===== config.mk =====
export PLATFORM = sky130hd
export DESIGN_NAME = vic_top
export DESIGN_NICKNAME = d
export VERILOG_FILES = /design/src/rtl/vic_pkg.sv /design/src/rtl/vic_if.sv /design/src/rtl/vic_top.sv /design/src/rtl/video_timing.sv /design/src/rtl/register_file.sv /design/src/rtl/beam_counter.sv
export SDC_FILE = /design/constraint.sdc
export NUM_CORES = 1
export LEC_CHECK = 0
export ABC_AREA = 1
export BUFFER_PORTS_ARGS = -buffer_cell sky130_fd_sc_hd__buf_2
export CORE_MARGIN = 2
export CORE_UTILIZATION = 50
export DETAILED_ROUTE_END_ITERATION = 8
export HOLD_SLACK_MARGIN = 0.06
export PLACE_DENSITY = 0.68
export SKIP_CTS_REPAIR_TIMING = 1
export SYNTH_ARGS = -nofsm -noshare
export SYNTH_HDL_FRONTEND = slang
export SYNTH_SLANG_ARGS = --single-unit

===== constraint.sdc =====
create_clock -name pixel_clock -period 4.05 [get_ports pixel_clock]
set_input_delay 0.81 -clock pixel_clock [delete_from_list [all_inputs] [get_ports pixel_clock]]
set_output_delay 0.81 -clock pixel_clock [all_outputs]
set_load 0.005 [all_outputs]

===== src/rtl/vic_pkg.sv =====
// ==================================================
// Shared constants for the VIC-II style raster core.
// Beam geometry, the set and clear points of every
// horizontal and vertical decode, and the CPU
// register map. Referenced as vic_pkg::name.
// ==================================================
package vic_pkg;

    // Beam geometry (PAL)
    localparam int xpos_width = 9;
    localparam int line_width = 9;
    localparam logic [8:0] pixels_per_line = 9'd504;
    localparam logic [8:0] lines_per_frame = 9'd312;
    localparam logic [2:0] access_phase    = 3'd4;     // Register bank acts here
    localparam logic [2:0] phi0_rise_phase = 3'd3;
    localparam logic [2:0] phi0_fall_phase = 3'd7;
    localparam logic [8:0] line_advance_x  = 9'd404;   // Vertical count steps here

    // Horizontal decodes, in pixels
    localparam logic [8:0] hsync_set    = 9'd400;
    localparam logic [8:0] hsync_clear  = 9'd436;
    localparam logic [8:0] hblank_set   = 9'd380;
    localparam logic [8:0] hblank_clear = 9'd480;
    localparam logic [8:0] heq1_set     = 9'd162;
    localparam logic [8:0] heq1_clear   = 9'd180;
    localparam logic [8:0] heq2_set     = 9'd418;
    localparam logic [8:0] heq2_clear   = 9'd436;
    localparam logic [8:0] bkde38_set   = 9'd26;      // 38 column window
    localparam logic [8:0] bkde38_clear = 9'd330;
    localparam logic [8:0] bkde40_set   = 9'd19;      // 40 column window
    localparam logic [8:0] bkde40_clear = 9'd339;

    // Vertical decodes, in lines
    localparam logic [8:0] vsync_set    = 9'd297;
    localparam logic [8:0] vsync_clear  = 9'd300;
    localparam logic [8:0] veq_set      = 9'd294;
    localparam logic [8:0] veq_clear    = 9'd303;
    localparam logic [8:0] vblank_set   = 9'd293;
    localparam logic [8:0] vblank_clear = 9'd304;
    localparam logic [8:0] vsw24_set    = 9'd55;      // 24 row window
    localparam logic [8:0] vsw24_clear  = 9'd247;
    localparam logic [8:0] vsw25_set    = 9'd51;      // 25 row window
    localparam logic [8:0] vsw25_clear  = 9'd251;
    localparam logic [8:0] display_enable_line = 9'd1;

    // Register map
    localparam logic [5:0] reg_ctrl1       = 6'h11;
    localparam logic [5:0] reg_raster      = 6'h12;
    localparam logic [5:0] reg_ctrl2       = 6'h16;
    localparam logic [5:0] reg_irq_latch   = 6'h19;
    localparam logic [5:0] reg_irq_enable  = 6'h1A;
    localparam logic [5:0] reg_exterior    = 6'h20;
    localparam logic [5:0] reg_bkg0        = 6'h21;
    localparam logic [5:0] color_reg_first = 6'h20;
    localparam logic [5:0] reg_count       = 6'd47;   // 0x00 to 0x2E

    // Bus and color widths
    localparam int color_width = 4;
    localparam int data_width  = 8;

endpackage

===== src/rtl/vic_if.sv =====
// ==================================================
// Internal bundles of the raster core.
// beam_if carries the beam position and its strobes
// from the counter to the other units.
// video_config_if carries the register fields that
// shape the picture into the timing unit.
// ==================================================
`timescale 1ns/1ps

interface beam_if;
    logic [vic_pkg::xpos_width-1:0] xpos;
    logic [vic_pkg::line_width-1:0] line;
    logic access_strobe;   // Bus phase of the 8 pixel cycle
    logic line_advance;    // One pulse per line
    logic frame_wrap;      // Advance out of the last line

    modport source (
        output xpos,
        output line,
        output access_strobe,
        output line_advance,
        output frame_wrap
    );

    modport sink (
        input xpos,
        input line,
        input access_strobe,
        input line_advance,
        input frame_wrap
    );
endinterface

interface video_config_if;
    logic blank_bit;       // DEN from control 1
    logic row_select;      // 25 rows when set
    logic column_select;   // 40 columns when set
    logic [vic_pkg::color_width-1:0] exterior_color;
    logic [vic_pkg::color_width-1:0] background_color;

    modport source (
        output blank_bit,
        output row_select,
        output column_select,
        output exterior_color,
        output background_color
    );

    modport sink (
        input blank_bit,
        input row_select,
        input column_select,
        input exterior_color,
        input background_color
    );
endinterface


===== src/rtl/vic_top.sv =====
// ==================================================
// Top level of the VIC-II style raster core.
// Joins the beam counter, the register bank and the
// timing decodes. CPU bus, interrupt, phi0 and the
// video outputs are plain ports.
// ==================================================
`timescale 1ns/1ps

module vic_top (
    input  logic        pixel_clock,
    input  logic        reset,
    input  logic        cs,
    input  logic        we,
    input  logic [5:0]  addr,
    input  logic [vic_pkg::data_width-1:0] data_in,
    output logic [vic_pkg::data_width-1:0] data_out,
    output logic        irq,
    output logic        phi0,
    output logic [vic_pkg::color_width-1:0] color,
    output logic        sync,
    output logic        blank
);

    beam_if         beam ();
    video_config_if video_config ();

    beam_counter u_beam_counter (
        .pixel_clock (pixel_clock),
        .reset       (reset),
        .beam        (beam.source),
        .phi0        (phi0)
    );

    register_file u_register_file (
        .pixel_clock  (pixel_clock),
        .reset        (reset),
        .cs           (cs),
        .we           (we),
        .addr         (addr),
        .data_in      (data_in),
        .data_out     (data_out),
        .irq          (irq),
        .beam         (beam.sink),
        .video_config (video_config.source)
    );

    video_timing u_video_timing (
        .pixel_clock  (pixel_clock),
        .reset        (reset),
        .beam         (beam.sink),
        .video_config (video_config.sink),
        .color        (color),
        .sync         (sync),
        .blank        (blank)
    );

endmodule


===== src/rtl/video_timing.sv =====
// ==================================================
// Horizontal and vertical decodes of the raster core.
// Registers each window flag from the beam position,
// then forms composite sync, blank and the color
// index: background #0 inside the display window,
// exterior color outside it.
// ==================================================
`timescale 1ns/1ps

module video_timing (
    input  logic        pixel_clock,
    input  logic        reset,
    beam_if.sink        beam,
    video_config_if.sink video_config,
    output logic [vic_pkg::color_width-1:0] color,
    output logic        sync,
    output logic        blank
);

    logic hsync;
    logic hblank;
    logic heq1;
    logic heq2;
    logic bkde38;
    logic bkde40;
    logic vsync;
    logic veq;
    logic vblank;
    logic vsw24;
    logic vsw25;
    logic display_enable;
    logic column_window;
    logic row_window;

    // Flag goes high at set_at and low at clear_at
    function automatic logic next_flag(input logic state,
                                       input logic [8:0] count,
                                       input logic [8:0] set_at,
                                       input logic [8:0] clear_at);
        if (count == set_at) begin
            return 1'b1;
        end else if (count == clear_at) begin
            return 1'b0;
        end
        return state;
    endfunction

    always_ff @(posedge pixel_clock) begin
        if (reset) begin
            hsync          <= 1'b0;
            hblank         <= 1'b0;
            heq1           <= 1'b0;
            heq2           <= 1'b0;
            bkde38         <= 1'b0;
            bkde40         <= 1'b0;
            vsync          <= 1'b0;
            veq            <= 1'b0;
            vblank         <= 1'b0;
            vsw24          <= 1'b0;
            vsw25          <= 1'b0;
            display_enable <= 1'b0;
        end else begin
            hsync  <= next_flag(hsync, beam.xpos, vic_pkg::hsync_set, vic_pkg::hsync_clear);
            hblank <= next_flag(hblank, beam.xpos, vic_pkg::hblank_set, vic_pkg::hblank_clear);
            heq1   <= next_flag(heq1, beam.xpos, vic_pkg::heq1_set, vic_pkg::heq1_clear);
            heq2   <= next_flag(heq2, beam.xpos, vic_pkg::heq2_set, vic_pkg::heq2_clear);
            bkde38 <= next_flag(bkde38, beam.xpos, vic_pkg::bkde38_set, vic_pkg::bkde38_clear);
            bkde40 <= next_flag(bkde40, beam.xpos, vic_pkg::bkde40_set, vic_pkg::bkde40_clear);

            vsync  <= next_flag(vsync, beam.line, vic_pkg::vsync_set, vic_pkg::vsync_clear);
            veq    <= next_flag(veq, beam.line, vic_pkg::veq_set, vic_pkg::veq_clear);
            vblank <= next_flag(vblank, beam.line, vic_pkg::vblank_set, vic_pkg::vblank_clear);
            vsw24  <= next_flag(vsw24, beam.line, vic_pkg::vsw24_set, vic_pkg::vsw24_clear);
            vsw25  <= next_flag(vsw25, beam.line, vic_pkg::vsw25_set, vic_pkg::vsw25_clear);

            // Blank bit is sampled once per frame, entering the enable line
            if (beam.line_advance
                && (beam.line == vic_pkg::display_enable_line - 9'd1)) begin
                display_enable <= video_config.blank_bit;
            end
        end
    end

    assign column_window = video_config.column_select ? bkde40 : bkde38;
    assign row_window    = video_config.row_select ? vsw25 : vsw24;

    // Equalization pulses flip polarity inside vsync
    assign sync  = (hsync & ~vsync) | (veq & ((heq1 | heq2) ^ vsync));
    assign blank = hblank | vblank;
    assign color = (column_window && row_window && display_enable)
                   ? video_config.background_color
                   : video_config.exterior_color;

endmodule


===== src/rtl/register_file.sv =====
// ==================================================
// CPU register bank of the raster core.
// Writes and reads act once per 8 pixels, on the
// access phase. Holds the raster compare value and
// the raster interrupt latch, and hands the picture
// fields to the timing unit.
// ==================================================
`timescale 1ns/1ps

module register_file (
    input  logic        pixel_clock,
    input  logic        reset,
    input  logic        cs,
    input  logic        we,
    input  logic [5:0]  addr,
    input  logic [vic_pkg::data_width-1:0] data_in,
    output logic [vic_pkg::data_width-1:0] data_out,
    output logic        irq,
    beam_if.sink        beam,
    video_config_if.source video_config
);

    logic [vic_pkg::data_width-1:0] regs [vic_pkg::reg_count];
    logic [vic_pkg::data_width-1:0] read_value;
    logic [vic_pkg::line_width-1:0] raster_compare;
    logic write_access;
    logic raster_enable;
    logic raster_hit;
    logic raster_latch;
    logic latch_clear;

    assign write_access   = beam.access_strobe && cs && we;
    assign raster_compare = {regs[vic_pkg::reg_ctrl1][7], regs[vic_pkg::reg_raster]};
    assign raster_enable  = regs[vic_pkg::reg_irq_enable][0];
    assign raster_hit     = beam.line_advance && raster_enable
                            && (beam.line == raster_compare);
    assign latch_clear    = write_access && (addr == vic_pkg::reg_irq_latch) && data_in[0];

    assign irq = raster_latch;  // Only the raster source exists

    // Fields used by the picture
    assign video_config.blank_bit        = regs[vic_pkg::reg_ctrl1][4];
    assign video_config.row_select       = regs[vic_pkg::reg_ctrl1][3];
    assign video_config.column_select    = regs[vic_pkg::reg_ctrl2][3];
    assign video_config.exterior_color   = regs[vic_pkg::reg_exterior][3:0];
    assign video_config.background_color = regs[vic_pkg::reg_bkg0][3:0];

    always_ff @(posedge pixel_clock) begin
        if (reset) begin
            for (int i = 0; i < vic_pkg::reg_count; i++) begin
                regs[i] <= '0;
            end
        end else if (write_access && (addr < vic_pkg::reg_count)) begin
            regs[addr] <= data_in;
        end
    end

    // Unused bits read back as 1, the live raster replaces the compare value
    always_comb begin
        if (addr >= vic_pkg::reg_count) begin
            read_value = 8'hFF;                            // Unmapped
        end else if (addr >= vic_pkg::color_reg_first) begin
            read_value = {4'hF, regs[addr][3:0]};          // Color nibble only
        end else begin
            case (addr)
                vic_pkg::reg_ctrl1:
                    read_value = {beam.line[8], regs[addr][6:0]};
                vic_pkg::reg_raster:
                    read_value = beam.line[7:0];
                vic_pkg::reg_ctrl2:
                    read_value = {2'b11, regs[addr][5:0]};
                vic_pkg::reg_irq_latch:
                    read_value = {irq, 3'b111, 3'b000, raster_latch};
                vic_pkg::reg_irq_enable:
                    read_value = {4'hF, regs[addr][3:0]};
                default:
                    read_value = regs[addr];
            endcase
        end
    end

    always_ff @(posedge pixel_clock) begin
        if (reset) begin
            data_out <= '0;
        end else if (beam.access_strobe) begin
            data_out <= cs ? read_value : 8'h00;   // Held until the next access
        end
    end

    // A new raster match wins over a clear in the same cycle
    always_ff @(posedge pixel_clock) begin
        if (reset) begin
            raster_latch <= 1'b0;
        end else if (raster_hit) begin
            raster_latch <= 1'b1;
        end else if (latch_clear) begin
            raster_latch <= 1'b0;
        end
    end

endmodule


===== src/rtl/beam_counter.sv =====
// ==================================================
// Beam position counter.
// Counts 504 pixels per line and 312 lines per frame,
// and derives the bus access strobe, the per-line
// advance pulse and the phi0 bus clock.
// ==================================================
`timescale 1ns/1ps

module beam_counter (
    input  logic   pixel_clock,
    input  logic   reset,
    beam_if.source beam,
    output logic   phi0
);

    logic [vic_pkg::xpos_width-1:0] xpos_count;
    logic [vic_pkg::line_width-1:0] line_count;
    logic [2:0] phase;

    assign phase = xpos_count[2:0];

    assign beam.xpos          = xpos_count;
    assign beam.line          = line_count;
    assign beam.access_strobe = (phase == vic_pkg::access_phase);
    assign beam.line_advance  = (xpos_count == vic_pkg::line_advance_x);
    assign beam.frame_wrap    = beam.line_advance
                                && (line_count == vic_pkg::lines_per_frame - 9'd1);

    always_ff @(posedge pixel_clock) begin
        if (reset) begin
            xpos_count <= '0;
            line_count <= '0;
            phi0       <= 1'b0;
        end else begin
            if (xpos_count == vic_pkg::pixels_per_line - 9'd1) begin
                xpos_count <= '0;
            end else begin
                xpos_count <= xpos_count + 9'd1;
            end

            if (beam.frame_wrap) begin
                line_count <= '0;              // Back to the top of the frame
            end else if (beam.line_advance) begin
                line_count <= line_count + 9'd1;
            end

            // Half high, half low over the 8 pixel cycle
            if (phase == vic_pkg::phi0_rise_phase) begin
                phi0 <= 1'b1;
            end else if (phase == vic_pkg::phi0_fall_phase) begin
                phi0 <= 1'b0;
            end
        end
    end

endmodule


==> flow_summary.ini <==
[sta]
fmax_ghz = 0.300
fin_skew_ns = 0.0323
slew_violations = 0
timing.final.crit_share_pct = 82.4
rsz0062_at_grt = no
slew-limit-headroom_pct = 30.6
worst_slew_pin_slew_ns = 1.04
layout_min_cycle_time_ns = 3.34
fin_ws_ns = 0.711
hold_viol_final = 0
tns_ns = 0
setup_viol = 0

[detailed_routing]
firstDrtPassIters = 5
drt-initial-drc-count = 1805
vias_per_cell = 5.76
routed-via-count = 14500
drtAntennaViolNets = 0
wirelength_um = 51900
avgRoutedWirePerCell_um = 20.6
drc = 0

[cts]
root_buffer = clkbuf_16
cts_tree = built
h-tree-depth = 2
clkTransAtPathRegs_ns = 0.06
cts.sink_count = 408
clk_latency_ns = 0.56
cts_buffer_depth = 3
cts_buffers = 43

[synthesis]
yosys-top-cells-area = edfxtp_1, nand2_1, nor2_1
syn_area_mm2 = 0.0186
synth-simple-area-share_pct = 27.1
synth.distinct_cells = 42
synthMuxAreaShare_pct = 0.302
synth_adder_area_share_pct = 0.537
synthFlopType = edfxtp_1
synth_compound_area_share_pct = 3.72
syn_inst = 1967
synth_top_area_share_pct = 59.3
yosys_warnings = 0
ys_seq_elements = 408
yosysTopAreaCell = edfxtp_1
avgSynthCellArea_um2 = 9.48
synth_xor_area_share_pct = 0.282
postSynth.asyncResetShare_pct = 0
synth_edf_count = 368
synth_seq_area_share_pct = 63.6
synth_top_family_by_area = simple AND/OR/NAND/NOR gates

[grt]
grt_antenna_before_repair = 0
grt_use_total_pct = 26.7
grt_pass1_wl_um = 77800
overflow = 0
grt_pass1_vias = 13700
grt_max_degree = 77

[place]
finalWeightedCongestion = 0.945
hpwl_um = 32700
dpl_worst_slack_ns = 0.357
numPortBuffers = 33
place_area_mm2 = 0.0195

[cells_and_area]
final_cell_mix = nand2_1, nor2_1, edfxtp_1
fin_util_pct = 56.9
drive_gt1_share_pct = 8.55
fin_nets = 2044
fin_area_mm2 = 0.0209
layout.cells.most_common = nand2_1
syn_to_final_growth_pct = 11.9
num_antenna_cells = 0

[critical_path]
critPathKind = reg -> reg
cp_max_fo = 10
reg2regPathDepth = 8
worstPathArrival_ns = 3.55
critPathLaunchType = flip-flop
critical_path.endpoint_type = flip-flop
crit_required_ns = 4.27

[pwr]
power_frac_clock_pct = 42.5
p_switching_mw = 2.17
leakagePower_nw = 8.66
worst_ir_drop_vdd_mv = 0.299
p_int_mw = 7.28
comb_power_share_pct = 6.8
seqPwrFrac_pct = 50.7
switching_share_pct = 22.9
powerDensity_mw_per_mm2 = 453

[floorplanning]
die_h_um = 197
fp.dieW_um = 197
start_util_pct = 50.8
die_area_mm2 = 0.0389
rows = 70
io_pins = 34
core-area_mm2 = 0.0367

[flow_run]
maxCapViolCount = 0

[status]
status = complete, no violations

[min_path]
min_path_cells = 2
hp-class = reg -> reg
## registers in the layout, indices dropped and copies added (netlist names)
name and cells:
u_beam_counter.beam.line 9, u_beam_counter.beam.xpos 9, u_beam_counter.phi0 1, u_register_file.data_out 8
u_register_file.irq 1, u_register_file.regs 368, u_video_timing.bkde38 1, u_video_timing.bkde40 1
u_video_timing.display_enable 1, u_video_timing.hblank 1, u_video_timing.heq1 1, u_video_timing.heq2 1
u_video_timing.hsync 1, u_video_timing.vblank 1, u_video_timing.veq 1, u_video_timing.vsw24 1
u_video_timing.vsw25 1, u_video_timing.vsync 1
## final timing paths
path	startpoint	to	slack, ns
max	u_beam_counter.beam.xpos[0]	u_register_file.regs[31][6]	0.71
min	u_register_file.data_out[0]	u_register_file.data_out[0]	0.46
max reg2reg	u_beam_counter.beam.xpos[0]	u_register_file.regs[31][6]	0.71
min reg2reg	u_register_file.data_out[0]	u_register_file.data_out[0]	0.46
## power groups by stage
| stage | Combinational, mW | Clock [mW] | Sequential (mW) |
|---|---|---|---|
| floorplan | 0.390 | 0 | 4.85 |
| global placement | 0.624 | 0 | 4.87 |
| detailed placement | 0.628 | 0 | 4.88 |
| CTS | 0.632 | 4.04 | 4.79 |
| global route | 0.691 | 4.18 | 4.80 |
| finish | 0.645 | 4.02 | 4.79 |
## cells in the mapped netlist, drive strengths merged, types with 3 or more instances
master and n:
dfxtp 40, inv 102, xor2 6, nor3 21, ha 8, a22oi 16, clkbuf 71, edfxtp 368
nand4 65, o21ai 27, a21oi 68, clkinv 3, nor4 3, nor2 429, nand2 586, mux2 5
nand3 95, o211ai 3, buf 38, o22ai 4
## kinds of logic after synthesis
group,count (synthesis)
and+or+nand+nor,1202
DFF,408
buffers and inverters,214
AOI/OAI and AO/OA,123
adders and majority gates,8
xor gates and xnor gates,6
muxes,5
other,1
## critical path, cell delays in order, from the launching register on
cell and delay, ns:
dfxtp_1 0.33, inv_1 0.09, ha_1 0.22, nand2_2 0.18, nor2_4 0.31, nand4_4 0.27, nor4_2 0.80, nand2_1 0.42
nand2_1 0.39
## layout make-up
type | instances | area, µm²
clock buffers | 51 | 1120
clock inverters | 23 | 292
fillers | 3101 | 15800
inverters | 105 | 394
multi-input cells | 1396 | 6170
flip-flops and latches | 408 | 11900
well taps | 468 | 586
repair buffers | 64 | 460
## routing by layer
metal	vias to the layer above	wire, µm	part of all wire [%]	track usage [%]
li1	6603	-	-	-
met1	6903	20400	39	35.8
met2	831	24000	46	42.6
met3	151	5460	11	5.14
met4	0	2040	3.9	11.5
met5	-	0	0	0
## per-stage QoR
stage / hold WS [ns] / power (mW) / cells
floorplan: 0.430 / 5.24 / 2018
global placement: 0.449 / 5.50 / 2441
detailed placement: 0.456 / 5.50 / 2441
CTS: 0.464 / 9.46 / 2515
global route: 0.489 / 9.67 / 2515
finish: 0.461 / 9.45 / 2515
No activity file was read; power rests on OpenSTA's default activity.
